### src/source/ide_pkg.sv
package ide_pkg;

	// one word on the drive data bus
	typedef logic [15:0] ide_word_t;

	// task file register index
	typedef logic [2:0] ide_reg_t;

	// apb byte address
	typedef logic [7:0] apb_addr_t;

	// words left in a block, 0 to 256
	typedef logic [8:0] blk_cnt_t;

	// fifo fill level, 0 to 8
	typedef logic [3:0] fifo_lvl_t;

	// block fifo entries
	localparam int FIFO_DEPTH = 8;

	// one-hot timing stages of a pio4 register cycle
	localparam int PIO_STAGES = 5;

	// largest block length accepted by a count write
	localparam blk_cnt_t BLK_CNT_MAX = 9'd256;

	// task registers 0..7 with cs0, one per 32-bit word
	localparam apb_addr_t ADDR_CS0_BASE = 8'h00;

	// task registers 0..7 with cs1
	localparam apb_addr_t ADDR_CS1_BASE = 8'h20;

	// write starts a block, read gives the words still to fetch
	localparam apb_addr_t ADDR_BLK_CNT = 8'h40;

	// read pops one block word
	localparam apb_addr_t ADDR_FIFO = 8'h44;

	// busy, fifo level, overflow attempt
	localparam apb_addr_t ADDR_STATUS = 8'h48;

	// status word layout
	localparam int STAT_BUSY_BIT = 0;
	localparam int STAT_LVL_LSB = 4;
	localparam int STAT_OVF_BIT = 8;

	// decode fsm
	// IDLE      waits for an apb setup phase
	// HOST_WAIT task register cycle queued or running on the drive
	// RESP      local register, answered in the first access cycle
	typedef enum logic [1:0]
	{
		IDLE,
		HOST_WAIT,
		RESP
	} apb_state_t;

endpackage
### src/source/ide_req_if.sv
`timescale 1ns/1ps

interface ide_req_if
	import ide_pkg::*;
();

	// host register cycle, held by decode until its rdy_stb
	logic      host_req;
	logic      host_rnw;
	ide_reg_t  host_reg;
	logic      host_cs1;
	ide_word_t host_wdata;

	// block read of the data register, cs0 reg 0
	logic      blk_req;

	// engine handshake and read results
	logic      rdy;
	logic      rdy_stb;
	ide_word_t rdata;
	logic      rdata_blk;

	modport decode (
		output host_req, host_rnw, host_reg, host_cs1, host_wdata, blk_req,
		input  rdy, rdy_stb, rdata, rdata_blk
	);

	modport pio (
		input  host_req, host_rnw, host_reg, host_cs1, host_wdata, blk_req,
		output rdy, rdy_stb, rdata, rdata_blk
	);

	// fifo side only sees finished cycles
	modport result (
		input  rdy_stb, rdata, rdata_blk
	);

endinterface

### src/source/ide_read_result.sv
`timescale 1ns/1ps

module ide_read_result
	import ide_pkg::*;
(
	input  logic      clk,
	input  logic      reset,
	input  logic      pop,
	ide_req_if.result bus,
	output ide_word_t pop_data,
	output logic      fifo_full,
	output logic      fifo_empty,
	output fifo_lvl_t fifo_level
);

	// block words wait here for the host
	ide_word_t mem [FIFO_DEPTH];
	logic [$clog2(FIFO_DEPTH)-1:0] wr_ptr;
	logic [$clog2(FIFO_DEPTH)-1:0] rd_ptr;
	logic push;
	logic do_push;
	logic do_pop;

	// host reads skip the fifo, decode takes rdata itself
	assign push = bus.rdy_stb && bus.rdata_blk;

	// guards kept so a stray request cannot corrupt the pointers
	assign do_push = push && !fifo_full;
	assign do_pop = pop && !fifo_empty;

	assign fifo_full = (fifo_level == fifo_lvl_t'(FIFO_DEPTH));
	assign fifo_empty = (fifo_level == '0);

	// show-ahead, head word valid while not empty
	assign pop_data = mem[rd_ptr];

	always_ff @(posedge clk)
		if (do_push)
			mem[wr_ptr] <= bus.rdata;

	// depth is a power of two, pointers wrap on their own
	always_ff @(posedge clk)
		if (reset)
		begin
			wr_ptr <= '0;
			rd_ptr <= '0;
		end
		else
		begin
			if (do_push)
				wr_ptr <= wr_ptr + 1'b1;
			if (do_pop)
				rd_ptr <= rd_ptr + 1'b1;
		end

	always_ff @(posedge clk)
		if (reset)
			fifo_level <= '0;
		else
		begin
			case ({do_push, do_pop})
				2'b10:
					fifo_level <= fifo_level + 1'b1;
				2'b01:
					fifo_level <= fifo_level - 1'b1;
				default:
					fifo_level <= fifo_level;
			endcase
		end

	// decode back-pressure must keep a full fifo from seeing a block word
	assert property (@(posedge clk) disable iff (reset) push |-> !fifo_full)
		else $error("block word pushed into a full fifo");

	assert property (@(posedge clk) disable iff (reset) pop |-> !fifo_empty)
		else $error("pop from an empty fifo");

endmodule

### src/flat_wrapper.sv
// flat-port wrapper written by rule: the top's interface ports become plain ports
module ide_read_result_flat import ide_pkg::*;
  (clk, reset, pop, pop_data, fifo_full, fifo_empty, fifo_level, bus_rdy_stb, bus_rdata, bus_rdata_blk);
  ide_req_if bus_i ();
  input  logic clk;
  input  logic reset;
  input  logic pop;
  output ide_word_t pop_data;
  output logic fifo_full;
  output logic fifo_empty;
  output fifo_lvl_t fifo_level;
  input wire logic [$bits(bus_i.rdy_stb)-1:0] bus_rdy_stb;
  input wire logic [$bits(bus_i.rdata)-1:0] bus_rdata;
  input wire logic [$bits(bus_i.rdata_blk)-1:0] bus_rdata_blk;
  assign bus_i.rdy_stb = bus_rdy_stb;
  assign bus_i.rdata = bus_rdata;
  assign bus_i.rdata_blk = bus_rdata_blk;
  ide_read_result u_core (.clk(clk), .reset(reset), .pop(pop), .bus(bus_i), .pop_data(pop_data), .fifo_full(fifo_full), .fifo_empty(fifo_empty), .fifo_level(fifo_level));
endmodule
### config.mk
export PLATFORM = sky130hd
export DESIGN_NAME = ide_read_result_flat
export DESIGN_NICKNAME = d
export VERILOG_FILES = /design/src/source/ide_pkg.sv /design/src/source/ide_req_if.sv /design/src/source/ide_read_result.sv /design/src/flat_wrapper.sv
export SDC_FILE = /design/constraint.sdc
export NUM_CORES = 1
export LEC_CHECK = 0
export ABC_CLOCK_PERIOD_IN_PS = 2850
export BUFFER_PORTS_ARGS = -buffer_cell sky130_fd_sc_hd__buf_2
export CORE_ASPECT_RATIO = 0.9
export CORE_MARGIN = 10
export CORE_UTILIZATION = 53
export CTS_CLUSTER_SIZE = 40
export DETAILED_ROUTE_END_ITERATION = 8
export PLACE_DENSITY = 0.83
export SYNTH_ARGS = -nofsm -noshare
export SYNTH_HDL_FRONTEND = slang
export SYNTH_SLANG_ARGS = --single-unit
### constraint.sdc
create_clock -name clk -period 2.85 [get_ports clk]
set_clock_uncertainty 0.2 [all_clocks]
set_input_delay 0.57 -clock clk [delete_from_list [all_inputs] [get_ports clk]]
set_output_delay 0.57 -clock clk [all_outputs]
set_load 0.01 [all_outputs]
* After elaboration in Yosys (flattened, before gate mapping)
Memories as Yosys holds them, arrays and structs flattened. A register that Yosys moved wholly into a read port is not among the register bits. Cells that the tools add are included. W data, S select, Z words.
Word-level totals: register bits after elaboration 10, memory bits (writable) 128, input port bits 21, output and inout bits 22, word-level logic and storage cells 23, memories 1
Operators by class: add/sub/neg operators 4, equal/unequal tests 3, mux-type cells 5, reductions and logical operators 7
Memory list:
- u_core.mem | depth 8, bits a word 16, rd ports 1, clocked after Yosys merged registers in 1, write ports 1, RTL line ide_read_result.sv:17 | ide_word_t mem [FIFO_DEPTH];
Operator list (count):
- $pmux W4 S2 | 1
- $add A3 B1 Y3 const B | 2
- $mux W3 | 2
- $add A4 B1 Y4 const B | 1
- $eq A4 B4 Y1 const B | 1
- $logic_not A4 Y1 | 1
- $sub A4 B1 Y4 const B | 1
- $logic_and A1 B1 Y1 | 3
- $eq A2 B1 Y1 const B | 1
- $eq A2 B2 Y1 const B | 1
- $logic_not A1 Y1 | 2
- $mux W1 | 2
- $reduce_bool A2 Y1 | 1

* Longest topological paths before layout
Gate-level depths: netlist of the first run.
depth in word-level cells 5, depth in mapped cells 11, depth with buffers taken out 10

* Worst setup path after synthesis of the first run
Ideal clock, no wire load.
path kind reg2reg, start reg u_core.fifo_level[0], end mem u_core.mem[0][0] (netlist bit) (enable), setup time 0.430 ns, arrival 2.541 ns, required time 2.220 ns, path slack -0.322 ns, cell stages (with the launch flop) 5, cells stage by stage dfxtp_1 or4b_4 and3_4 clkinv_8 nor4_1
Between the ends: longest elaborated chain between the ends 5
RTL lines:
- start: declaration | RTL line ide_read_result.sv:13 | output fifo_lvl_t fifo_level
- start signal: assignment | RTL line ide_read_result.sv:63 | fifo_level <= fifo_level + 1'b1;
- start signal: assignment | RTL line ide_read_result.sv:65 | fifo_level <= fifo_level - 1'b1;
- start signal: assignment | RTL line ide_read_result.sv:67 | fifo_level <= fifo_level;
- $eq A4 B4 Y1 | RTL line ide_read_result.sv:31 | assign fifo_full = (fifo_level == fifo_lvl_t'(FIFO_DEPTH));
- $logic_not A1 Y1 | RTL line ide_read_result.sv:28 | assign do_push = push && !fifo_full;
- $logic_and A1 B1 Y1 | RTL line ide_read_result.sv:28
- $mux W1 | RTL line ide_read_result.sv:38 | if (do_push)
- $mux W1 (not written as such) | RTL line ide_read_result.sv:39 | mem[wr_ptr] <= bus.rdata;
- end: declaration | RTL line ide_read_result.sv:17
Every way passes these cells.

==> metrics.csv, run 1 <==
stage,metric,value,unit
outcome,status,"finished, final reports clean",
synth,post-synthesis sequential area ratio,0.7478,
drt,Total Routed Length,10210,µm
synth,cell taking the most area after synthesis,edfxtp_1,
sta,FMAX,367.4,MHz
die,Initial Util,0.5401,
power,Power Dens Cells,820.1,nW/µm²
drt,drt first pass iters,4,
global_route,initial antenna violation count,1,
sta,"Period Utilization, post-route",0.9551,
clock_network,Worst-path clk slew,0.06,ns
power,Switch Pwr,0.001327,W
placed_design,detailed placement HPWL,5898,µm
drt,DR vias/cell,5.677,
drt,DRC,0,
die,Cell Rows,35,
power,Pleak,2.196,nW
setup_path,CP Cell Sequence,"buf_12, mux4_2, mux2_2, buf_2",
synth,Post-Synthesis Cell Area,5488,µm²
drt,WL/cell,21.81,µm
synth,cells after synthesis,261,
clock_network,root buffer cell,clkbuf_16,
clock_network,Clock Latency Late Sink,0.41,ns
sta,minimum clock period,2.722,ns
sta,Final Hold Vio Count,0,
synth,syn nets,287,
sta,fin. max-slew vios,0,
placed_design,gpl congestion,0.7789,
drt,drt initial violations,349,
sta,RSZ-0062 raised after global routing,false,
clock_network,clock buffer depth,2,
die,die height,116.5,µm
clock_network,clock sinks,141,
global_route,first-pass GRT wire length,15910,µm
die,die area,14830,µm²
synth,Syn. warnings,0,
power,switch share,0.2460,
setup_path,max incr delay on CP,0.53,ns
placed_design,Cell Count Post-Placement,434,
synth,"count leader, synth",edfxtp_1,
run,MaxCap Viol Count,0,
power,cell-internal power,0.004068,W
setup_path,worst setup path class,reg -> out,
synth,Unique masters post-synth,33,
synth,syn_area_per_cell,21.03,µm²
layout,fin cells,468,
synth,top area cells in the synthesized netlist,"edfxtp_1 70%, mux4_2 13%, dfxtp_1 4.7%",
setup_path,CP endpoint kind,primary output,
clock_network,TritonCTS buffer count,17,
drt,Vias,2657,
synth,Post-synth top flop,edfxtp_1,
placed_design,port bufs,42,
sta,normalized max-slew margin,0.7284,
synth,flop and latch count out of synthesis,141,
setup_path,"Slowest-stage cell, CP",mux4_2,
placed_design,Placement Setup Slack,0.1411,ns
sta,worst slew pin tran,0.4069,ns
clock_network,CTS Hold Bufs,0,
die,io pins,43,
die,Die Span X,127.3,µm
sta,setup TNS,0,ns
drt,Detail Route Antenna Nets,0,
synth,post-synth top area share,0.7004,
synth,"top cells by count, synth","128 x edfxtp_1, 32 x mux4_2, 17 x mux2_2",
setup_path,Startpoint Class,flip-flop,
setup_path,WP data required,2.08,ns
global_route,Total Routing Usage GR,0.1448,
global_route,vias in the first global route,2837,
sta,final setup violation count,0,
setup_path,CP max FO,13,
synth,Post-synth ARST share,0,
worst_hold_path,min-delay worst type,in -> reg,
power,Comb pwr share,0.159,
layout,Layout area overhead,19.86,%
clock_network,CTS tree,built,
die,core area,10160,µm²
global_route,GRT overflow,0,
clock_network,CTS H-Tree Depth,4,
power,Peak VDD IR,610.3,µV
global_route,largest net degree at the start of global routing,33,
layout,Nets,351,
setup_path,Critical Path AT,1.95,ns
power,Seq pwr share,0.441,
power,Clk pwr share,0.400,
layout,layout cell share with drive strength beyond 1,0.4497,
synth,Post-synth EDFFs,128,
sta,setup ws final,0.1280,ns
critical path, delay by kind of cell, from the launching register on:
| family | cells | cell delay [ns] |
|---|---|---|
| flops | 1 | 0.38 |
| buf+inv | 2 | 0.32 |
| mux | 2 | 0.83 |
cells by family after synthesis:
| group | synth area share |
|---|---|
| flip-flops | 0.7478 |
| multiplexers | 0.1680 |
| AND/OR/NAND/NOR | 0.03557 |
| buffers and inverters | 0.01550 |
| AO/OA/AOI/OAI | 0.01049 |
| XOR/XNOR | 0.01117 |
| adder cells (fa/ha/maj) | 0.01140 |
cell usage in the layout (no fill, tap or decap), types with 5 or more instances in the layout:
cell type,n
mux4_2,32
dfxtp_1,10
clkbuf_16,17
nor2_1,11
nand2_1,6
mux2_2,17
edfxtp_1,128
buf_4,12
buf_2,42
inv_6,5
xor2_1,5
flip-flops by register name, summed over array words and instances (netlist names), named ones only:
register / count
u_core.fifo_level: 4
u_core.mem: 128
u_core.rd_ptr: 3
u_core.wr_ptr: 3
layer usage:
metal	global-route usage	vias to the layer above	wire length, µm
met5	0	-	0
met2	0.2309	78	5033
met3	0.04220	13	613
met1	0.1815	1366	4395
li1	-	1200	-
met4	0.06293	0	166
final cells by class:
class	instances	area, µm²
sequential	141	4110
fill	656	3582
multi-input combinational	106	1336
clock buffer	17	425.4
timing repair buffer	57	360.3
clock inverter	15	161.4
tap	129	161.4
inverter	2	20.02
antenna	1	2.502
repair_timing:
| item | CTS | global route |
|---|---|---|
| gates cloned | 0 | 0 |
| pin swaps | 0 | 0 |
| setup endpoints to repair | 13 | 2 |
| resized for setup | 1 | 3 |
| setup buffers | 1 | 0 |
power groups by stage:
stage	combinational, W	clock [W]	sequential (W)
CTS	0.000865	0.00218	0.00238
global placement	0.000827	0	0.00242
detailed placement	0.000840	0	0.00243
floorplan	0.000578	0	0.00242
global route	0.000943	0.00227	0.00239
finish	0.000860	0.00216	0.00238
final timing paths:
path / from / slack, ns / endpoint / depth (start not counted)
max: flip-flop / 0.13 / pop_data[4] / 4
min: bus_rdata[7] / 0.22 / u_core.mem[7][7] / 1
max reg2reg: u_core.fifo_level[2] / 0.15 / u_core.fifo_level[3] / 8
min reg2reg: u_core.rd_ptr[1] / 0.32 / u_core.rd_ptr[1] / 2
metrics by stage:
step	util	area [µm²]	hold slack, ns	power, W
after floorplan	-	5494	0.2678	0.002997
after detailed placement	0.5879	5973	0.3093	0.003268
after CTS	0.6467	6570	0.2116	0.005424
final	0.6474	6578	0.2230	0.005394
after global placement	0.5879	5973	0.2876	0.003247
after global routing	0.6472	6575	0.2256	0.005602
Note: power is estimated with default switching activity, not from simulation.
==> inputs of run 2 (changes only) <==
ABC_AREA = 1   (was default)
CORE_UTILIZATION = 54   (was 53)
CTS_CLUSTER_SIZE = 30   (was 40)
GPL_ROUTABILITY_DRIVEN = 0   (was default)
PLACE_DENSITY = 0.84   (was 0.83)
==> metrics.csv, run 2 <==
stage,metric,value,unit,change
synth,top area cells in the synthesized netlist,"edfxtp_1 68%, nor2_1 5.2%, dfxtp_1 4.6%",,
synth,Post-Synthesis Cell Area,5689,µm²,+3.7%
drt,Total Routed Length,12200,µm,+20%
global_route,vias in the first global route,3761,,+33%
power,cell-internal power,0.004437,W,+9.1%
drt,Vias,3651,,+37%
synth,Post-synth EDFFs,128,,unchanged
power,Clk pwr share,0.380,,-0.020
synth,syn nets,485,,+69%
synth,cells after synthesis,459,,+76%
clock_network,Clock Latency Late Sink,0.41,ns,about the same
setup_path,CP Cell Sequence,"inv_4, o21ai_0, o21ai_1, nand2_1, nand2_1, buf_2",,
power,Seq pwr share,0.389,,-0.052
setup_path,worst setup path class,reg -> out,,
synth,cell taking the most area after synthesis,edfxtp_1,,
layout,Top Registers,"u_core.mem (128), u_core.fifo_level (4)",,
setup_path,Critical Path AT,1.92,ns,-0.03 ns
run,MaxCap Viol Count,0,,unchanged
sta,final setup violation count,0,,unchanged
drt,drt initial violations,329,,-5.7%
clock_network,CTS tree,built,,
layout,Layout area overhead,17.81,%,
layout,max reg flops,128,,unchanged
power,switch share,0.2907,,+0.04476
sta,fin. max-slew vios,0,,unchanged
global_route,Total Routing Usage GR,0.1622,,+0.01737
synth,flop and latch count out of synthesis,141,,unchanged
layout,# diodes,0,,-1
clock_network,CTS H-Tree Depth,4,,unchanged
sta,"Period Utilization, post-route",0.9444,,-0.01065
setup_path,WP data required,2.08,ns,about the same
sta,normalized max-slew margin,0.5203,,-0.2080
setup_path,max incr delay on CP,0.53,ns,about the same
layout,# fillers,712,,+8.5%
sta,Final Hold Vio Count,0,,unchanged
power,Comb pwr share,0.231,,+0.072
sta,RSZ-0062 raised after global routing,false,,
synth,Unique masters post-synth,23,,-30%
layout,"most common cell after layout, fill and taps aside",edfxtp_1,,
global_route,first-pass GRT wire length,19230,µm,+21%
power,Switch Pwr,0.001819,W,+37%
power,Peak VDD IR,578.3,µV,-5.2%
die,Die Span X,128.2,µm,+0.73%
die,Initial Util,0.5552,,+0.01504
outcome,status,"finished, final reports clean",,
clock_network,Worst-path clk slew,0.06,ns,about the same
die,die area,15050,µm²,+1.5%
die,die height,117.4,µm,+0.72%
layout,Nets,541,,+54%
drt,DRC,0,,unchanged
placed_design,port bufs,42,,unchanged
synth,post-synthesis sequential area ratio,0.7214,,-0.02648
drt,Detail Route Antenna Nets,0,,unchanged
die,Cell Rows,35,,unchanged
synth,"top cells by count, synth","128 x edfxtp_1, 79 x nor2_1, 65 x nand2_1",,
drt,DR vias/cell,5.557,,-2.1%
clock_network,root buffer cell,clkbuf_16,,
layout,"commonest non-fill, non-tap cells in the layout","128 x edfxtp_1, 79 x nor2_1, 65 x nand2_1",,
synth,Syn. warnings,0,,unchanged
sta,worst slew pin tran,0.7187,ns,+0.3118 ns
layout,layout cell share with drive strength beyond 1,0.1799,,-0.2698
die,io pins,43,,unchanged
global_route,GRT overflow,0,,unchanged
clock_network,CTS Hold Bufs,0,,unchanged
clock_network,TritonCTS buffer count,17,,unchanged
drt,WL/cell,18.57,µm,-15%
clock_network,post-CTS setup buffer count,0,,-1
global_route,largest net degree at the start of global routing,65,,+97%
setup_path,Startpoint Class,flip-flop,,
sta,setup TNS,0,ns,unchanged
worst_hold_path,min-delay worst type,in -> reg,,
layout,Largest Register,u_core.mem,,
power,Pleak,2.482,nW,+13%
global_route,initial antenna violation count,1,,unchanged
setup_path,CP endpoint kind,primary output,,
synth,"count leader, synth",edfxtp_1,,
power,Design Power,0.006255,W,+16%
setup_path,CP max FO,48,,+35
setup_path,"Slowest-stage cell, CP",dfxtp_2,,
die,core area,10250,µm²,+0.86%
synth,Post-synth ARST share,0,,unchanged
power,Power Dens Cells,933.3,nW/µm²,+14%
placed_design,detailed placement HPWL,7016,µm,+19%
clock_network,clock sinks,141,,unchanged
synth,syn_area_per_cell,12.39,µm²,-41%
synth,post-synth top area share,0.6756,,-0.02480
drt,drt first pass iters,5,,+1
clock_network,clock buffer depth,2,,unchanged
setup_path,"most used cell, CP",nand2_1,,
synth,Post-synth top flop,edfxtp_1,,
sta,FMAX,371.5,MHz,+1.1%
sta,minimum clock period,2.692,ns,-0.03034 ns
run 2: cell count changes after synthesis, sizes merged, moves of 4 or more:
cell	delta
nor2	+72
nor3	-4
mux4	-32
o21ai	+69
mux2i	+15
buf	+9
xor2	-4
mux2	-17
nand2	+58
inv	+20
o22ai	+16
nand3	+7
run 2: worst paths after layout:
path	start	to	cells past startpoint	slack (ns)
setup / recovery	flip-flop	pop_data[3]	6	0.16
hold reg to reg	u_core.wr_ptr[0]	u_core.wr_ptr[0]	2	0.29
setup reg to reg	u_core.fifo_level[0]	u_core.fifo_level[2]	13	0.60
hold / removal	reset	u_core.wr_ptr[0]	2	0.19
run 2: power groups by stage:
stage	Clock, W	Combinational, W	Sequential (W)
2_1_floorplan	0	0.00106	0.00244
3_3_place_gp	0	0.00137	0.00246
3_5_place_dp	0	0.00142	0.00247
4_1_cts	0.00240	0.00144	0.00243
5_1_grt	0.00250	0.00162	0.00244
6_report	0.00238	0.00144	0.00243
run 2: layout make-up:
| class | count | area, µm² | share of cell area |
|---|---|---|---|
| sequential | 141 | 4106 | 0.6127 |
| multi-input combinational | 275 | 1351 | 0.2016 |
| clock buffer | 18 | 429.2 | 0.06403 |
| timing repair buffer | 59 | 357.8 | 0.05339 |
| clock inverter | 14 | 215.2 | 0.03211 |
| tap | 129 | 161.4 | 0.02408 |
| inverter | 21 | 81.33 | 0.01213 |
run 2: cells by family (layout without fill, tap and decap cells):
kind of cell | after synthesis | count (layout) | share of synthesized area
buffers and inverters | 43 | 112 | 0.04112
and+or+nand+nor | 156 | 156 | 0.1067
muxes | 16 | 16 | 0.02815
DFF | 141 | 141 | 0.7214
adders and majority gates | 5 | 5 | 0.01100
AOI/OAI and AO/OA | 95 | 95 | 0.08709
xor gates and xnor gates | 3 | 3 | 0.004619
run 2: worst max-delay path: cells and delay by family (launching register included):
family                 cells  cell delay (ns)
flip-flops                 1             0.53
AO/OA/AOI/OAI              2             0.42
buffers and inverters      2             0.41
AND/OR/NAND/NOR            2             0.14
run 2: per-stage QoR:
stage | instance area (µm²) | setup slack (ns) | hold WS (ns) | util | std cells
6_report | 6703 | 0.1584 | 0.1869 | 0.6541 | 657
5_1_grt | 6703 | 0.02012 | 0.2023 | 0.6541 | 657
4_1_cts | 6695 | 0.1300 | 0.1782 | 0.6534 | 657
3_5_place_dp | 6051 | 0.5553 | 0.2791 | 0.5905 | 625
3_3_place_gp | 6051 | 0.6684 | 0.2629 | 0.5905 | 625
2_1_floorplan | 5689 | 0.6270 | 0.2476 | - | 459
run 2: metal layers:
metal / vias up / track usage / part of all wire
met5: - / 0 / 0.00098
met4: 2 / 0.06118 / 0.018
met3: 20 / 0.04683 / 0.064
met2: 147 / 0.2816 / 0.54
met1: 1751 / 0.1819 / 0.38
li1: 1731 / - / -
run 2: timing repair:
item,CTS,global route
hold endpoints to repair,0,0
resized for setup,0,2
endpoints found under the setup margin,0,1
==> inputs of run 3 (changes only) <==
ABC_AREA = default   (was 1)
CORE_UTILIZATION = 25   (was 54)
PLACE_DENSITY = 0.49   (was 0.84)
==> metrics.csv, run 3 (synthesis results as in run 1) <==
stage,metric,value,unit,change
power,Peak VDD IR,371.3,µV,-36%
sta,final setup violation count,0,,unchanged
die,Cell Rows,51,,+46%
global_route,Total Routing Usage GR,0.08219,,-0.07997
layout,Nets,355,,-34%
layout,fin cells,633,,-3.7%
sta,setup TNS,0,ns,unchanged
clock_network,CTS Hold Bufs,0,,unchanged
drt,DRC,0,,unchanged
drt,drt initial violations,140,,-57%
setup_path,Critical Path Stages,4,,-2
sta,normalized max-slew margin,0.7375,,+0.2172
layout,# diodes,0,,unchanged
drt,drt first pass iters,4,,-1
worst_hold_path,min-delay worst type,in -> reg,,
setup_path,FF-to-FF path depth,8,,-5
clock_network,clock buffer depth,2,,unchanged
placed_design,detailed placement HPWL,6547,µm,-6.7%
setup_path,"Slowest-stage cell, CP",mux4_2,,
placed_design,port bufs,42,,unchanged
power,Pleak,2.229,nW,-10%
sta,worst slew pin tran,0.3932,ns,-0.3255 ns
setup_path,Critical Path AT,2.01,ns,+0.09 ns
setup_path,crit path to,pop_data[0],,
global_route,first-pass GRT wire length,17190,µm,-11%
die,Die Span X,176.2,µm,+37%
global_route,initial antenna violation count,1,,unchanged
clock_network,Clock Latency Late Sink,0.41,ns,about the same
setup_path,CP max FO,10,,-79%
drt,DR vias/cell,4.210,,-24%
layout,area of the multi-input gates,1340,µm²,-0.83%
sta,fin. max-slew vios,0,,unchanged
layout,Largest Register,u_core.mem,,
die,io pins,43,,unchanged
layout,layout cell share with drive strength beyond 1,0.4503,,+0.2704
clock_network,Worst-path clk slew,0.06,ns,about the same
layout,Layout area overhead,24.33,%,
clock_network,clock sinks,141,,unchanged
power,Power Dens Cells,796.2,nW/µm²,-15%
die,die area,28290,µm²,+88%
global_route,GRT overflow,0,,unchanged
setup_path,WP data required,2.08,ns,about the same
drt,WL/cell,17.56,µm,-5.4%
sta,minimum clock period,2.782,ns,+0.09079 ns
drt,Detail Route Antenna Nets,0,,unchanged
layout,Top Registers,"u_core.mem (128), u_core.fifo_level (4)",,
sta,"Period Utilization, post-route",0.9763,,+0.03186
layout,max reg flops,128,,unchanged
placed_design,Cell Count Post-Placement,597,,-4.5%
layout,# fillers,2077,,+190%
die,Initial Util,0.2537,,-0.3015
setup_path,cell family with the largest share of critical-path delay,multiplexers,,
setup_path,R2R setup slack,0.12,ns,-0.48 ns
global_route,largest net degree at the start of global routing,33,,-49%
setup_path,CP endpoint kind,primary output,,
setup_path,reg2reg start,u_core.fifo_level[0],,
outcome,status,"finished, final reports clean",,
setup_path,Startpoint Class,flip-flop,,
drt,Total Routed Length,11120,µm,-8.9%
sta,Final Hold Vio Count,0,,unchanged
run,MaxCap Viol Count,0,,unchanged
clock_network,root buffer cell,clkbuf_16,,
setup_path,CP Cell Sequence,"buf_12, mux4_2, mux2_4, buf_2",,
sta,FMAX,359.4,MHz,-3.3%
setup_path,worst setup path class,reg -> out,,
clock_network,TritonCTS buffer count,17,,unchanged
sta,RSZ-0062 raised after global routing,false,,
clock_network,CTS H-Tree Depth,4,,unchanged
layout,sequential cell area,4109,µm²,about the same
clock_network,CTS tree,built,,
setup_path,max incr delay on CP,0.52,ns,about the same
drt,Vias,2665,,-27%
setup_path,WP buf/inv,2,,unchanged
layout,"most common cell after layout, fill and taps aside",edfxtp_1,,
layout,"commonest non-fill, non-tap cells in the layout","128 x edfxtp_1, 42 x buf_2, 32 x mux4_2",,
die,core area,21630,µm²,+110%
die,die height,160.6,µm,+37%
setup_path,r2r endpoint,u_core.fifo_level[3],,
global_route,vias in the first global route,2910,,-23%
==> run 3: changes by cell type in the layout (fill, tap and decap cells not counted), sizes merged, moves of 4 or more <==
| cell | before | now |
|---|---|---|
| o21ai | 72 | 3 |
| inv | 24 | 5 |
| nand3 | 7 | 0 |
| o22ai | 16 | 0 |
| xor2 | 1 | 5 |
| mux2i | 16 | 1 |
| mux4 | 0 | 32 |
| nor2 | 83 | 11 |
| nand2 | 65 | 7 |
| mux2 | 0 | 17 |
| nor3 | 0 | 4 |
| clkinv | 3 | 8 |
==> run 3: worst reg2reg max path: stages (launching register included) <==
cell and delay [ns]:
dfxtp_1 0.31, or4b_4 0.55, and3_4 0.24, clkinv_8 0.08, ha_1 0.30, nor4b_1 0.36, o21ai_0 0.13, o31ai_1 0.09
mux2_2 0.36
==> run 3: what timing repair did <==
action | CTS | global route
buffers inserted | 2 | 1
gates resized for setup | 3 | 3
setup endpoints to repair | 14 | 4
cloned | 1 | 0
==> run 3: routing by layer <==
metal | global-route usage | part of all wire | vias up
met5 | 0 | 0.00072 | -
met4 | 0.03350 | 0.014 | 2
met3 | 0.02977 | 0.045 | 17
met2 | 0.1303 | 0.49 | 40
met1 | 0.09927 | 0.45 | 1403
li1 | - | - | 1203
==> run 3: stage by stage <==
step / power, W / worst slack (ns) / hold WS [ns] / cell area [µm²] / utilization
6_report: 0.005432 / 0.06759 / 0.2188 / 6823 / 0.3154
5_1_grt: 0.005675 / 0.001151 / 0.2173 / 6823 / 0.3154
4_1_cts: 0.005495 / 0.01466 / 0.2098 / 6808 / 0.3147
3_5_place_dp: 0.003297 / 0.1105 / 0.3117 / 6171 / 0.2853
3_3_place_gp: 0.003283 / 0.1980 / 0.2840 / 6171 / 0.2853
2_1_floorplan: 0.002997 / 0.08479 / 0.2678 / 5494 / -
==> run 3: final cells by class <==
type                            instances  share of cell area
Clock buffer                           17             0.06235
Tap cell                              291             0.05337
Clock inverter                         15             0.02384
Sequential cell                       141              0.6022
Timing Repair Buffer                   61             0.05887
Multi-Input combinational cell        106              0.1964
Inverter                                2            0.002934
==> run 3: report_power, final <==
part / internal, W / switching [W] / total (W)
sequential: 0.00233 / 0.0000488 / 0.00238
clock: 0.00130 / 0.000859 / 0.00216
combinational: 0.000462 / 0.000436 / 0.000898
==> run 3: worst min path at each step <==
stage | to | from | slack, ns | cells after the start
after CTS | u_core.mem[4][8] | bus_rdata[8] | 0.21 | 1
after global routing | u_core.mem[1][8] | bus_rdata[8] | 0.22 | 1
after global placement | u_core.rd_ptr[1] | u_core.rd_ptr[1] | 0.28 | 2
final | u_core.mem[4][8] | bus_rdata[8] | 0.22 | 1
after floorplan | flip-flop | u_core.rd_ptr[1] | 0.27 | 2
after detailed placement | u_core.rd_ptr[1] | u_core.rd_ptr[1] | 0.31 | 2
