===== src/source/ide_pkg.sv =====
package ide_pkg;

	// one word on the drive data bus
	typedef logic [15:0] ide_word_t;

	// task file register index
	typedef logic [2:0] ide_reg_t;

	// apb byte address
	typedef logic [7:0] apb_addr_t;

	// words left in a block, 0 to 256
	typedef logic [8:0] blk_cnt_t;

	// fifo fill level, 0 to 8
	typedef logic [3:0] fifo_lvl_t;

	// block fifo entries
	localparam int FIFO_DEPTH = 8;

	// one-hot timing stages of a pio4 register cycle
	localparam int PIO_STAGES = 5;

	// largest block length accepted by a count write
	localparam blk_cnt_t BLK_CNT_MAX = 9'd256;

	// task registers 0..7 with cs0, one per 32-bit word
	localparam apb_addr_t ADDR_CS0_BASE = 8'h00;

	// task registers 0..7 with cs1
	localparam apb_addr_t ADDR_CS1_BASE = 8'h20;

	// write starts a block, read gives the words still to fetch
	localparam apb_addr_t ADDR_BLK_CNT = 8'h40;

	// read pops one block word
	localparam apb_addr_t ADDR_FIFO = 8'h44;

	// busy, fifo level, overflow attempt
	localparam apb_addr_t ADDR_STATUS = 8'h48;

	// status word layout
	localparam int STAT_BUSY_BIT = 0;
	localparam int STAT_LVL_LSB = 4;
	localparam int STAT_OVF_BIT = 8;

	// decode fsm
	// IDLE      waits for an apb setup phase
	// HOST_WAIT task register cycle queued or running on the drive
	// RESP      local register, answered in the first access cycle
	typedef enum logic [1:0]
	{
		IDLE,
		HOST_WAIT,
		RESP
	} apb_state_t;

endpackage

===== src/source/ide_req_if.sv =====
`timescale 1ns/1ps

interface ide_req_if
	import ide_pkg::*;
();

	// host register cycle, held by decode until its rdy_stb
	logic      host_req;
	logic      host_rnw;
	ide_reg_t  host_reg;
	logic      host_cs1;
	ide_word_t host_wdata;

	// block read of the data register, cs0 reg 0
	logic      blk_req;

	// engine handshake and read results
	logic      rdy;
	logic      rdy_stb;
	ide_word_t rdata;
	logic      rdata_blk;

	modport decode (
		output host_req, host_rnw, host_reg, host_cs1, host_wdata, blk_req,
		input  rdy, rdy_stb, rdata, rdata_blk
	);

	modport pio (
		input  host_req, host_rnw, host_reg, host_cs1, host_wdata, blk_req,
		output rdy, rdy_stb, rdata, rdata_blk
	);

	// fifo side only sees finished cycles
	modport result (
		input  rdy_stb, rdata, rdata_blk
	);

endinterface


===== src/source/ide_apb_decode.sv =====
`timescale 1ns/1ps

module ide_apb_decode
	import ide_pkg::*;
(
	input  logic      clk,
	input  logic      reset,
	input  logic      psel,
	input  logic      penable,
	input  logic      pwrite,
	input  apb_addr_t paddr,
	input  ide_word_t pwdata,
	output ide_word_t prdata,
	output logic      pready,
	output logic      pslverr,
	input  logic      fifo_full,
	input  logic      fifo_empty,
	input  fifo_lvl_t fifo_level,
	input  ide_word_t pop_data,
	output logic      pop,
	ide_req_if.decode bus
);

	apb_state_t state;
	blk_cnt_t   blk_cnt;
	logic       blk_inflight;
	logic       ovf_sticky;
	logic       setup;
	logic       is_cs0;
	logic       is_cs1;
	logic       acc_cnt;
	logic       acc_fifo;
	logic       acc_stat;
	logic       blk_go;
	logic       blk_done;
	logic       host_done;
	logic       busy;
	fifo_lvl_t  fifo_used;
	ide_word_t  status_word;

	// apb setup phase, address and data already valid
	assign setup = psel && !penable;

	// task file windows, 8 words each
	assign is_cs0 = (paddr[7:5] == ADDR_CS0_BASE[7:5]);
	assign is_cs1 = (paddr[7:5] == ADDR_CS1_BASE[7:5]);
	assign acc_cnt = (paddr == ADDR_BLK_CNT);
	assign acc_fifo = (paddr == ADDR_FIFO);
	assign acc_stat = (paddr == ADDR_STATUS);

	// block gets the engine whenever it asks
	assign blk_go = bus.blk_req && bus.rdy;
	assign blk_done = bus.rdy_stb && bus.rdata_blk;

	// only one host cycle can be pending, so a non-block strobe is ours
	assign host_done = (state == HOST_WAIT) && bus.rdy_stb && !bus.rdata_blk;

	// words in the fifo plus the one on its way
	assign fifo_used = fifo_level + fifo_lvl_t'(blk_inflight);
	assign bus.blk_req = (blk_cnt != '0) && !fifo_full &&
		(fifo_used < fifo_lvl_t'(FIFO_DEPTH));
	assign busy = (blk_cnt != '0) || blk_inflight;

	always_ff @(posedge clk)
		if (reset)
		begin
			state <= IDLE;
			bus.host_req <= 1'b0;
		end
		else
		begin
			case (state)
				IDLE:
					if (setup)
					begin
						// task registers go out to the drive
						if (is_cs0 || is_cs1)
						begin
							state <= HOST_WAIT;
							bus.host_req <= 1'b1;
						end
						else
							state <= RESP;
					end
				HOST_WAIT:
					if (host_done)
					begin
						state <= IDLE;
						bus.host_req <= 1'b0;
					end
				default:
					state <= IDLE;
			endcase
		end

	// request fields captured in setup, stable until rdy_stb
	always_ff @(posedge clk)
		if ((state == IDLE) && setup && (is_cs0 || is_cs1))
		begin
			bus.host_rnw <= !pwrite;
			bus.host_reg <= paddr[4:2];
			bus.host_cs1 <= is_cs1;
			bus.host_wdata <= pwdata;
		end

	always_ff @(posedge clk)
		if (reset)
			blk_cnt <= '0;
		else if ((state == RESP) && pwrite && acc_cnt)
			blk_cnt <= (pwdata > ide_word_t'(BLK_CNT_MAX)) ? BLK_CNT_MAX : pwdata[8:0];
		else if (blk_go)
			blk_cnt <= blk_cnt - 1'b1;

	// set at block go, cleared when its word lands in the fifo
	always_ff @(posedge clk)
		if (reset)
			blk_inflight <= 1'b0;
		else if (blk_go)
			blk_inflight <= 1'b1;
		else if (blk_done)
			blk_inflight <= 1'b0;

	// block wanted more words while the fifo was full
	always_ff @(posedge clk)
		if (reset)
			ovf_sticky <= 1'b0;
		else if ((state == RESP) && pwrite && acc_stat)
			ovf_sticky <= 1'b0;
		else if ((blk_cnt != '0) && fifo_full)
			ovf_sticky <= 1'b1;

	always_comb
	begin
		status_word = '0;
		status_word[STAT_BUSY_BIT] = busy;
		status_word[STAT_LVL_LSB +: 4] = fifo_level;
		status_word[STAT_OVF_BIT] = ovf_sticky;
	end

	// local registers answer at once, task registers at their strobe
	assign pready = (state == RESP) || host_done;
	assign pop = (state == RESP) && !pwrite && acc_fifo && !fifo_empty;
	assign pslverr = (state == RESP) && !pwrite && acc_fifo && fifo_empty;

	always_comb
	begin
		prdata = '0;
		if (host_done && bus.host_rnw)
			prdata = bus.rdata;
		else if ((state == RESP) && !pwrite)
		begin
			if (acc_cnt)
				prdata = ide_word_t'(blk_cnt);
			else if (acc_fifo && !fifo_empty)
				prdata = pop_data;
			else if (acc_stat)
				prdata = status_word;
		end
	end

	// pready never ends anything but an access phase
	assert property (@(posedge clk) disable iff (reset) pready |-> (psel && penable))
		else $error("pready outside apb access phase");

	assert property (@(posedge clk) disable iff (reset) bus.host_req |-> (state == HOST_WAIT))
		else $error("host_req raised outside HOST_WAIT");

endmodule


===== src/flat_wrapper.sv =====
// flat-port wrapper written by rule: the top's interface ports become plain ports
module ide_apb_decode_flat import ide_pkg::*;
  (clk, reset, psel, penable, pwrite, paddr, pwdata, prdata, pready, pslverr, fifo_full, fifo_empty, fifo_level, pop_data, pop, bus_host_req, bus_host_rnw, bus_host_reg, bus_host_cs1, bus_host_wdata, bus_blk_req, bus_rdy, bus_rdy_stb, bus_rdata, bus_rdata_blk);
  ide_req_if bus_i ();
  input  logic clk;
  input  logic reset;
  input  logic psel;
  input  logic penable;
  input  logic pwrite;
  input  apb_addr_t paddr;
  input  ide_word_t pwdata;
  output ide_word_t prdata;
  output logic pready;
  output logic pslverr;
  input  logic fifo_full;
  input  logic fifo_empty;
  input  fifo_lvl_t fifo_level;
  input  ide_word_t pop_data;
  output logic pop;
  output wire logic [$bits(bus_i.host_req)-1:0] bus_host_req;
  output wire logic [$bits(bus_i.host_rnw)-1:0] bus_host_rnw;
  output wire logic [$bits(bus_i.host_reg)-1:0] bus_host_reg;
  output wire logic [$bits(bus_i.host_cs1)-1:0] bus_host_cs1;
  output wire logic [$bits(bus_i.host_wdata)-1:0] bus_host_wdata;
  output wire logic [$bits(bus_i.blk_req)-1:0] bus_blk_req;
  input wire logic [$bits(bus_i.rdy)-1:0] bus_rdy;
  input wire logic [$bits(bus_i.rdy_stb)-1:0] bus_rdy_stb;
  input wire logic [$bits(bus_i.rdata)-1:0] bus_rdata;
  input wire logic [$bits(bus_i.rdata_blk)-1:0] bus_rdata_blk;
  assign bus_host_req = bus_i.host_req;
  assign bus_host_rnw = bus_i.host_rnw;
  assign bus_host_reg = bus_i.host_reg;
  assign bus_host_cs1 = bus_i.host_cs1;
  assign bus_host_wdata = bus_i.host_wdata;
  assign bus_blk_req = bus_i.blk_req;
  assign bus_i.rdy = bus_rdy;
  assign bus_i.rdy_stb = bus_rdy_stb;
  assign bus_i.rdata = bus_rdata;
  assign bus_i.rdata_blk = bus_rdata_blk;
  ide_apb_decode u_core (.clk(clk), .reset(reset), .psel(psel), .penable(penable), .pwrite(pwrite), .paddr(paddr), .pwdata(pwdata), .prdata(prdata), .pready(pready), .pslverr(pslverr), .fifo_full(fifo_full), .fifo_empty(fifo_empty), .fifo_level(fifo_level), .pop_data(pop_data), .pop(pop), .bus(bus_i));
endmodule

===== config.mk =====
export PLATFORM = sky130hd
export DESIGN_NAME = ide_apb_decode_flat
export DESIGN_NICKNAME = d
export VERILOG_FILES = /design/src/source/ide_pkg.sv /design/src/source/ide_req_if.sv /design/src/source/ide_apb_decode.sv /design/src/flat_wrapper.sv
export SDC_FILE = /design/constraint.sdc
export NUM_CORES = 1
export LEC_CHECK = 0
export BUFFER_PORTS_ARGS = -buffer_cell sky130_fd_sc_hd__buf_2
export CAP_MARGIN = 20
export CORE_MARGIN = 4
export CORE_UTILIZATION = 44
export DETAILED_ROUTE_END_ITERATION = 6
export PLACE_DENSITY = 0.92
export REMOVE_ABC_BUFFERS = 1
export SYNTH_ARGS = -nofsm -noshare
export SYNTH_HDL_FRONTEND = slang
export SYNTH_SLANG_ARGS = --single-unit

===== constraint.sdc =====
create_clock -name clk -period 3.8 [get_ports clk]
set_input_delay 0.95 -clock clk [delete_from_list [all_inputs] [get_ports clk]]
set_output_delay 0.95 -clock clk [all_outputs]
set_load 0.02 [all_outputs]

* Word level (Yosys, flattened, before mapping) *
Cells that the tools add are included.

word-level totals
  word-level logic and storage cells = 76
  bits of input ports = 70
  register bits after elaboration = 35
  output and inout port bits = 42

cells by class
  mux-type cells = 18
  equal/unequal tests = 9
  add/sub/neg operators = 2
  reduce and logical (&&, ||, !) cells = 36
  order comparisons = 2

operator list
  operator                                                count
  2-to-1 mux 16 bit                                       4
  2-to-1 mux 9 bit                                        4
  equality test 8 x 7 -> 1 bit (second input constant)    3
  logical AND 1 bit                                       19
  > comparator 16 x 9 -> 1 bit (second input constant)    1
  nonzero test 9 bit                                      1
  subtractor 9 x 1 -> 9 bit (second input constant)       1
  2-to-1 mux 2 bit                                        3
  inequality test 2 x 1 -> 1 bit (second input constant)  3
  nonzero test 2 bit                                      3
  logical NOT 1 bit                                       5
  2-to-1 mux 1 bit                                        5
  adder 4 x 1 -> 4 bit                                    1
  less-than comparator 4 bit (second input constant)      1
  one-hot mux 2 bit (2 select lines)                      1
  AND reduction 4 bit                                     1
  equality test 3 x 1 -> 1 bit (second input constant)    1
  logical NOT 3 bit                                       1
  logical OR 1 bit                                        3
  equality test 2 x 1 -> 1 bit (second input constant)    1
  equality test 2 bit (second input constant)             1
  logical NOT 2 bit                                       1
  one-hot mux 1 bit (2 select lines)                      1
  AND reduction 2 bit                                     1
  OR reduction 2 bit                                      1

* Logic depth before layout (Yosys ltp) *
Gate-level depths: netlist of the first run.

  depth in word-level cells = 7
  mapped depth = 7
  mapped depth without buffers = 7

* Worst setup path after synthesis of the first run *
Ideal clock, no wire load.

  kind = input port to flip-flop
  from = input port penable
  to = register u_core.bus.host_cs1, enable pin
  setup slack = 0.402 ns
  buffers on the path = 0
  setup time = 0.428 ns
  data required time = 3.372 ns
  stages = 2
  data arrival time = 2.970 ns
  cell sequence = or4b_1 nor3_1

between the ends
  cells in the longest elaborated chain, start to end = 4

ends and longest elaborated chain
  item                            RTL line               RTL
  from (decl)                     flat_wrapper.sv:8      input logic penable;
  logical NOT 1 bit               ide_apb_decode.sv:42   assign setup = psel && !penable;
  logical AND 1 bit               ide_apb_decode.sv:42
  logical AND 1 bit (2 in a row)  ide_apb_decode.sv:98   if ((state == IDLE) && setup && (is_cs0 || is_cs1))
  to (signal assigned)            ide_apb_decode.sv:102  bus.host_cs1 <= is_cs1;
  to (decl)                       ide_req_if.sv:24       output host_req, host_rnw, host_reg, host_cs1, host_wdata, blk_req,

No other way between the ends.
A chain may end at the register's enable or synchronous reset.

* Worst setup path after layout of the first run *
  from = input port paddr[1]
  to = output port prdata[1]

between the ends
  cells in the longest elaborated chain, start to end = 6
  elaborated cells on any way between the ends = 7
  those cells by class = eq/ne: 2; mux: 4; reduce/logical: 1

ends and longest elaborated chain
  item                          RTL line               RTL
  from (decl)                   flat_wrapper.sv:10     input apb_addr_t paddr;
  equality test 8 x 7 -> 1 bit  ide_apb_decode.sv:48   assign acc_fifo = (paddr == ADDR_FIFO);
  logical AND 1 bit             ide_apb_decode.sv:154  else if (acc_fifo && !fifo_empty)
  2-to-1 mux 16 bit             ide_apb_decode.sv:154
  2-to-1 mux 16 bit (*)         ide_apb_decode.sv:152  if (acc_cnt)
  2-to-1 mux 16 bit (*)         ide_apb_decode.sv:150  else if ((state == RESP) && !pwrite)
  2-to-1 mux 16 bit (*)         ide_apb_decode.sv:148  if (host_done && bus.host_rnw)
  to (decl)                     flat_wrapper.sv:12     output ide_word_t prdata;

Every way passes the cells marked *; elsewhere a longest branch is shown, timed or not.

==> flow_summary.yaml, run 1 <==
synthesis:
  ys_seq_area_frac: 0.474
  yosys.cell_count.top_type: "edfxtp_1"
  synth_flop_cell: "edfxtp_1"
  async_flop_share: 0
  syn_inst: 184
  synth_edf_count: 21
  synth_cell_types: 45
  synth_commonest_cells: "edfxtp_1, nand2_1, dfxtp_1, inv_1, o21ai_0"
  avgSynthCellArea_sq_um: 10.4
  synth_area_sq_um: 1920
  yosysTopAreaCellShare: 0.328
  synth_top_cell_by_area: "edfxtp_1"
  synthTopCellsByArea: "edfxtp_1, dfxtp_1, a22o_1"
  ys_seq_elements: 35
  yosys_warnings: 0
detailed_routing:
  ant_nets: 0
  highest_layer: "met4"
  dr_wl_met2_mm: 2.55
  wl_met3_microns: 514
  routedLengthMet1_mm: 2.12
  remaining_drc_errors: 0
  avgViaCountPerCell: 5.42
  drt_iter0_drc: 102
  drt-total-wl_mm: 5.24
  wl_per_cell_microns: 15.1
  drtPass1Iterations: 4
  vias: 1886
finish:
  area_growth_pct: 35.9
  largest_reg_flops: 16
  fin_area_sq_um: 2610
  fillers: 358
  layout.nets: 368
  n_antenna_cell: 0
  layout-drive-gt1-share: 0.450
setup_path:
  cp.required_ns: 2.85
  rr_worst_depth: 3
  r2r_start: "u_core.state[0]"
  crit_fanout: 11
  ff2ff_setup_slack_ns: 1.82
  crit_path_start_kind: "primary input"
  arrival_ns: 2.51
  crit_type: "primary input to output pin"
  endpoint_kind: "output pin"
  r2r-end: "u_core.bus.host_wdata[13]"
sta:
  worst_slew_pin_slew_ns: 0.553
  slew_headroom: 0.631
  finalHoldViolCount: 0
  whs_ns: 0.504
  fmax_mhz: 289
  finalSetupTns_ns: 0
  setup_viol_count_final: 0
  grt_setup_unrepaired: "false"
  clock_skew_ns: 0.0139
  layout_min_cycle_time_ns: 3.46
  slew_viol_final: 0
  finalCritPeriodShare: 0.911
floorplan:
  initial_core_util: 0.467
  die_h_microns: 74.1
  die_area_sq_um: 5490
  core_area_sq_um: 4120
  io_pins: 112
  die_w_microns: 74.1
  rows: 23
pwr:
  p_seq_frac: 0.512
  p_comb_frac: 0.171
  total_leakage_power_nw: 1.24
  ir_worst_vdd_v: 0.000180
  p_total_w: 0.000838
  pwr-share-clk: 0.317
  netSwitchingFraction: 0.271
  switchingPower_w: 0.000227
  p_int_w: 0.000611
  p_per_area_nw_per_um2: 321
clock_tree:
  numCtsBuffers: 5
  cts_setup_buffers: 0
  cts_max_level: 2
  cts_hold_buf: 0
  cts-root-buf: "clkbuf_8"
  clock_latency_ns: 0.30
  cts.sinks: 35
  cts_tree: "done"
  cts.clk_slew.worst_paths_ns: 0.08
  cts_buffer_depth: 2
  cts_resized: 0
placement:
  placed_area_sq_um: 2520
  post-dp-hpwl_mm: 4.16
  place_congestion: 0.866
  io_buffers: 111
min_path:
  hold_depth: 2
  hold_end: "u_core.blk_inflight"
  min_path_type: "flip-flop to flip-flop"
  hold_path.startpoint: "u_core.blk_inflight"
job:
  drv_cap: 0
grt:
  grt.overflow.total: 0
  track_usage: 0.194
  grt_pass1_wl_mm: 8.25
  antenna_found_initial: 0
  grt_pass1_vias: 1794
  grt_max_degree: 18
status:
  status: "finished, final reports clean"
## worst max path at each step
stage                      to      from  slack (ns)
finish              prdata[1]  paddr[1]        0.34
global route        prdata[1]  paddr[1]        0.19
CTS                 prdata[1]  paddr[1]        0.34
detailed placement  prdata[1]  paddr[1]        0.34
global placement    prdata[2]  paddr[1]        0.40
floorplan           prdata[1]  paddr[1]        0.30
## cell type report
cell class              instances  area, sq um  share of cell area
clock inverters                 3         20.0             0.00766
inverters                      14         52.6              0.0201
flip-flops and latches         35          911               0.349
repair buffers                113          571               0.218
multi-input cells             128          927               0.355
clock buffers                   5         68.8              0.0263
well taps                      50         62.6              0.0239
## placed cells by master (no fill, tap or decap), types with 2 or more instances in the layout
| cell type | n |
|---|---|
| a211oi_2 | 2 |
| a21oi_1 | 8 |
| a221o_1 | 3 |
| a22o_1 | 12 |
| and3_1 | 5 |
| buf_2 | 111 |
| buf_4 | 2 |
| clkbuf_8 | 5 |
| clkinvlp_4 | 2 |
| dfxtp_1 | 14 |
| edfxtp_1 | 21 |
| inv_1 | 14 |
| mux2i_1 | 2 |
| nand2_1 | 16 |
| nand2b_1 | 4 |
| nand3_1 | 2 |
| nand4_1 | 4 |
| nand4b_1 | 2 |
| nor2_1 | 12 |
| nor2b_1 | 3 |
| nor3_1 | 4 |
| nor4b_4 | 3 |
| nor4bb_1 | 2 |
| o2111ai_1 | 5 |
| o21ai_0 | 13 |
| or4_1 | 2 |
| xnor2_1 | 5 |
## per-layer routing
metal,GRT usage,up-vias
met5,0,-
met4,0.0543,0
met3,0.0568,7
met2,0.318,100
met1,0.250,860
li1,-,919
## cell families (layout without fill, tap and decap cells)
logic type / count (synthesis) / count (layout) / share of synthesized area
buf+inv: 21 / 135 / 0.0462
flops: 35 / 35 / 0.474
xor+xnor: 7 / 7 / 0.0358
mux: 2 / 2 / 0.0104
fa+ha+maj: 1 / 1 / 0.00651
simple gates: 71 / 71 / 0.249
compound gates: 47 / 47 / 0.178
## critical path, stage by stage
cell	delay, ns
buf_2	0.11
nor4b_4	0.33
nand2_1	0.12
nor2_1	0.17
and4bb_1	0.45
a221o_1	0.21
buf_2	0.16
## power groups by stage
stage	Sequential [W]	Combinational [W]	Clock, W
floorplan	0.000440	0.0000706	0
global placement	0.000436	0.000139	0
detailed placement	0.000437	0.000143	0
CTS	0.000429	0.000144	0.000268
global route	0.000430	0.000161	0.000295
finish	0.000429	0.000144	0.000266
## metrics by stage
step | worst slack, ns | util | cells
after floorplan | 0.299 | - | 177
after global placement | 0.402 | 0.613 | 340
after detailed placement | 0.338 | 0.613 | 340
after CTS | 0.338 | 0.635 | 348
after global routing | 0.187 | 0.635 | 348
final | 0.338 | 0.635 | 348
No activity file was read; power rests on OpenSTA's default activity.
==> run 2: changes to the inputs <==
--- a/config.mk
+++ b/config.mk
@@ -8,9 +8,11 @@
 export BUFFER_PORTS_ARGS = -buffer_cell sky130_fd_sc_hd__buf_2
 export CAP_MARGIN = 20
 export CORE_MARGIN = 4
-export CORE_UTILIZATION = 44
+export CORE_UTILIZATION = 45
+export CTS_BUF_LIST = sky130_fd_sc_hd__clkbuf_8
 export DETAILED_ROUTE_END_ITERATION = 6
-export PLACE_DENSITY = 0.92
+export HOLD_SLACK_MARGIN = 0.08
+export PLACE_DENSITY = 0.93
 export REMOVE_ABC_BUFFERS = 1
 export SYNTH_ARGS = -nofsm -noshare
 export SYNTH_HDL_FRONTEND = slang
==> flow_summary.yaml, run 2 (same netlist as run 1, synthesis figures left out) <==
setup_path:
  arrival_ns: 2.54
  crit_path_start_kind: "primary input"
  cpMaxStageDelayCell: "and4bb_1"
  cp_common_cell: "buf_2"
  crit_type: "primary input to output pin"
  crit_chain: "buf_2 > nor4b_4 > nand2_1 > nor2_1 > and4bb_1 > a221o_1 > buf_2"
  crit_fanout: 11
  cpLargestDelayFamily: "simple AND/OR/NAND/NOR gates"
  cp.required_ns: 2.85
  endpoint_kind: "output pin"
  critPathMaxStageDelay_ns: 0.46
  crit_buf_inv: 2
clock_tree:
  cts-root-buf: "clkbuf_8"
  cts_hold_buf: 0
  cts_tree: "done"
  numCtsBuffers: 5
  cts_resized: 0
  cts_setup_buffers: 0
  cts.clk_slew.worst_paths_ns: 0.07
  clock_latency_ns: 0.29
  cts_max_level: 2
  cts.sinks: 35
  cts_buffer_depth: 2
status:
  status: "finished, final reports clean"
detailed_routing:
  wl_per_cell_microns: 14.7
  drt-total-wl_mm: 5.11
  avgViaCountPerCell: 5.37
  ant_nets: 0
  vias: 1869
  remaining_drc_errors: 0
  drtPass1Iterations: 4
  drt_iter0_drc: 91
finish:
  n_antenna_cell: 0
  layout.nets: 368
  area_growth_pct: 37.2
  final_common_cell: "buf_2"
  final_cell_mix: "buf_2, edfxtp_1, nand2_1"
  layout-drive-gt1-share: 0.450
  largest_reg_flops: 16
floorplan:
  die_w_microns: 73.4
  io_pins: 112
  die_area_sq_um: 5380
  die_h_microns: 73.4
  core_area_sq_um: 4060
  rows: 23
  initial_core_util: 0.474
grt:
  grt.overflow.total: 0
  grt_pass1_vias: 1774
  grt_max_degree: 23
  grt_pass1_wl_mm: 7.91
  antenna_found_initial: 0
  track_usage: 0.187
pwr:
  p_per_area_nw_per_um2: 344
  switchingPower_w: 0.000230
  ir_worst_vdd_v: 0.000264
  p_seq_frac: 0.472
  total_leakage_power_nw: 1.25
  p_int_w: 0.000678
  netSwitchingFraction: 0.253
  pwr-share-clk: 0.370
  p_comb_frac: 0.158
placement:
  io_buffers: 111
  post-dp-hpwl_mm: 4.07
  place_congestion: 0.885
sta:
  whs_ns: 0.479
  finalSetupTns_ns: 0
  layout_min_cycle_time_ns: 3.49
  fmax_mhz: 286
  clock_skew_ns: 0.00340
  setup_viol_count_final: 0
  finalCritPeriodShare: 0.920
  slew_headroom: 0.618
  grt_setup_unrepaired: "false"
  worst_slew_pin_slew_ns: 0.572
  finalHoldViolCount: 0
  slew_viol_final: 0
min_path:
  min_path_type: "flip-flop to flip-flop"
job:
  drv_cap: 0
[run 2: cell count changes in the layout (fill, tap and decap cells not counted), sizes merged]
| cell | before | now |
|---|---|---|
| clkinvlp | 2 | 0 |
| clkinv | 1 | 2 |
| bufinv | 0 | 1 |
[run 2: worst reg2reg max path: cells and delay by family (launching register included)]
family / cells / cell delay [ns]
AOI/OAI and AO/OA: 2 / 0.49
DFF: 1 / 0.37
and+or+nand+nor: 2 / 0.33
adders and majority gates: 1 / 0.23
xor gates and xnor gates: 1 / 0.19
buffers and inverters: 1 / 0.08
[run 2: stage by stage]
step | power, W | setup WS (ns) | util | cell area, sq um | instances
detailed placement | 0.000579 | 0.298 | 0.622 | 2520 | 340
floorplan | 0.000511 | 0.299 | - | 1890 | 177
CTS | 0.000911 | 0.299 | 0.650 | 2640 | 348
global placement | 0.000574 | 0.393 | 0.622 | 2520 | 340
global route | 0.000949 | 0.217 | 0.650 | 2640 | 348
finish | 0.000908 | 0.305 | 0.650 | 2640 | 348
[run 2: layout make-up]
| class | count | area (sq um) |
|---|---|---|
| Multi-Input combinational cell | 128 | 927 |
| Tap cell | 50 | 62.6 |
| Timing Repair Buffer | 113 | 571 |
| Clock inverter | 3 | 43.8 |
| Sequential cell | 35 | 911 |
| Clock buffer | 5 | 68.8 |
| Inverter | 14 | 52.6 |
| Fill cell | 332 | 1420 |
[run 2: power by group through the flow]
stage | clock network (W) | logic, W | registers (W)
2_1_floorplan | 0 | 0.0000706 | 0.000440
3_3_place_gp | 0 | 0.000138 | 0.000436
3_5_place_dp | 0 | 0.000143 | 0.000436
4_1_cts | 0.000340 | 0.000143 | 0.000428
5_1_grt | 0.000360 | 0.000159 | 0.000430
6_report | 0.000336 | 0.000143 | 0.000428
[run 2: worst paths after layout]
path                            slack [ns]                  end  cells after the start                 from
worst max-delay path                  0.31            prdata[1]                      7             paddr[1]
worst min-delay path                  0.48  u_core.blk_inflight                      2  u_core.blk_inflight
worst max register to register        2.02    u_core.blk_cnt[3]                      7    u_core.blk_cnt[0]
worst min register to register        0.48  u_core.blk_inflight                      2  u_core.blk_inflight
[run 2: per-layer routing]
metal	vias up	part of all wire	GRT usage
li1	922	-	-
met1	864	0.41	0.236
met2	75	0.49	0.308
met3	8	0.086	0.0602
met4	0	0.013	0.0543
met5	-	0	0
==> run 3: changes to the inputs <==
--- a/config.mk
+++ b/config.mk
@@ -8,11 +8,12 @@
 export BUFFER_PORTS_ARGS = -buffer_cell sky130_fd_sc_hd__buf_2
 export CAP_MARGIN = 20
 export CORE_MARGIN = 4
-export CORE_UTILIZATION = 45
+export CORE_UTILIZATION = 36
 export CTS_BUF_LIST = sky130_fd_sc_hd__clkbuf_8
+export CTS_CLUSTER_SIZE = 14
 export DETAILED_ROUTE_END_ITERATION = 6
 export HOLD_SLACK_MARGIN = 0.08
-export PLACE_DENSITY = 0.93
+export PLACE_DENSITY = 0.79
 export REMOVE_ABC_BUFFERS = 1
 export SYNTH_ARGS = -nofsm -noshare
 export SYNTH_HDL_FRONTEND = slang
==> constraint.sdc (replaced) <==
create_clock -name clk -period 4.23 [get_ports clk]
set_input_delay 1.0575 -clock clk [delete_from_list [all_inputs] [get_ports clk]]
set_output_delay 1.0575 -clock clk [all_outputs]
set_load 0.02 [all_outputs]
==> flow_summary.yaml, run 3 (same netlist as run 1, synthesis figures left out) <==
floorplan:
  die_area_sq_um: 6570
  initial_core_util: 0.374
  io_pins: 112
  die_w_microns: 81.1
  die_h_microns: 81.1
  rows: 26
  core_area_sq_um: 5140
grt:
  gr-usage-met2: 0.259
  grt_pass1_vias: 1731
  track_usage: 0.153
  antenna_found_initial: 0
  grt_busiest_layer: "met2"
  grt_max_degree: 23
  grt.overflow.total: 0
  grt_use_met3: 0.0466
  grt_use_met1: 0.189
  grt_pass1_wl_mm: 7.77
clock_tree:
  cts-root-buf: "clkbuf_8"
  cts_tree: "done"
  clock_latency_ns: 0.29
  numCtsBuffers: 5
  cts.sinks: 35
  cts.clk_slew.worst_paths_ns: 0.07
  cts_hold_buf: 0
  cts_max_level: 2
  cts_buffer_depth: 2
  cts_setup_buffers: 0
  cts_resized: 0
setup_path:
  cpLargestDelayFamily: "simple AND/OR/NAND/NOR gates"
  crit_buf_inv: 2
  cpMaxStageDelayCell: "and4bb_1"
  endpoint_kind: "output pin"
  critPathMaxStageDelay_ns: 0.49
  worstSetupPathDepth: 7
  crit_chain: "buf_2 > nor4b_4 > nand2_1 > nor2_1 > and4bb_1 > a221o_1 > buf_2"
  cp_common_cell: "buf_2"
  ff2ff_setup_slack_ns: 2.46
  crit_path_end: "prdata[1]"
  r2r_start: "u_core.blk_cnt[0]"
  cp.required_ns: 3.17
  startpoint: "paddr[1]"
  crit_path_start_kind: "primary input"
  crit_type: "primary input to output pin"
  arrival_ns: 2.75
  r2r-end: "u_core.blk_cnt[0]"
  crit_fanout: 11
  rr_worst_depth: 7
detailed_routing:
  ant_nets: 0
  wl_per_cell_microns: 13.7
  avgViaCountPerCell: 4.88
  drtPass1Iterations: 4
  remaining_drc_errors: 0
  vias: 1797
  drt-total-wl_mm: 5.04
  drt_iter0_drc: 91
placement:
  place_congestion: 0.889
  io_buffers: 111
  post-dp-hpwl_mm: 3.98
finish:
  largest_reg_flops: 16
  fin_util: 0.512
  n_antenna_cell: 0
  final_common_cell: "buf_2"
  layout.nets: 368
  area_growth_pct: 36.8
  layout-drive-gt1-share: 0.443
  final_cell_mix: "buf_2, edfxtp_1, inv_1, nand2_1, dfxtp_1"
pwr:
  ir_worst_vdd_v: 0.000126
  p_per_area_nw_per_um2: 281
  total_leakage_power_nw: 1.25
  p_total_w: 0.000738
min_path:
  hold_depth: 2
  min_path_type: "flip-flop to flip-flop"
sta:
  setup_viol_count_final: 0
  grt_setup_unrepaired: "false"
  slew_headroom: 0.585
  layout_min_cycle_time_ns: 3.81
  fmax_mhz: 263
  slew_viol_final: 0
  finalSetupTns_ns: 0
  finalHoldViolCount: 0
  clock_skew_ns: 0.0104
  worst_slew_pin_slew_ns: 0.623
  finalCritPeriodShare: 0.900
status:
  status: "finished, final reports clean"
job:
  drv_cap: 0
-- run 3: final cells by class --
type | count | area, sq um
flip-flops and latches | 35 | 911
clock inverters | 3 | 12.5
inverters | 14 | 52.6
clock buffers | 5 | 68.8
multi-input cells | 128 | 927
repair buffers | 113 | 571
fillers | 514 | 2510
well taps | 70 | 87.6
-- run 3: per-layer routing --
layer  up-vias  part of all wire  wire [microns]
met5         -                 0               0
met4         0            0.0028              14
met3         4             0.076             384
met2        70              0.49            2460
met1       808              0.43            2180
li1        915                 -               -
-- run 3: power breakdown --
group          internal (W)  leakage [nW]  total (W)  switching (W)
clock              0.000111        0.0505   0.000224       0.000114
combinational     0.0000604         0.892   0.000129      0.0000682
sequential         0.000374         0.303   0.000385      0.0000111
total              0.000545          1.25   0.000738       0.000193
-- run 3: worst min path at each step --
| stage | slack, ns | to | start |
|---|---|---|---|
| 2_1_floorplan | 0.44 | u_core.blk_inflight | u_core.blk_inflight |
| 3_3_place_gp | 0.48 | u_core.blk_inflight | u_core.blk_inflight |
| 3_5_place_dp | 0.49 | u_core.blk_inflight | u_core.blk_inflight |
| 4_1_cts | 0.50 | u_core.blk_inflight | u_core.blk_inflight |
| 5_1_grt | 0.53 | u_core.bus.host_req | u_core.bus.host_req |
| 6_report | 0.50 | u_core.blk_inflight | u_core.blk_inflight |
-- run 3: stage by stage --
stage	instance area [sq um]	worst slack, ns	instances	hold WS (ns)
6_report	2630	0.424	368	0.496
4_1_cts	2630	0.418	368	0.498
5_1_grt	2630	0.331	368	0.528
3_5_place_dp	2550	0.419	360	0.489
3_3_place_gp	2550	0.521	360	0.477
2_1_floorplan	1890	0.514	177	0.444
-- run 3: worst min-delay path, stage by stage, from the launching register on --
cell and delay, ns:
dfxtp_1 0.33, nand2_1 0.06, a21oi_1 0.06
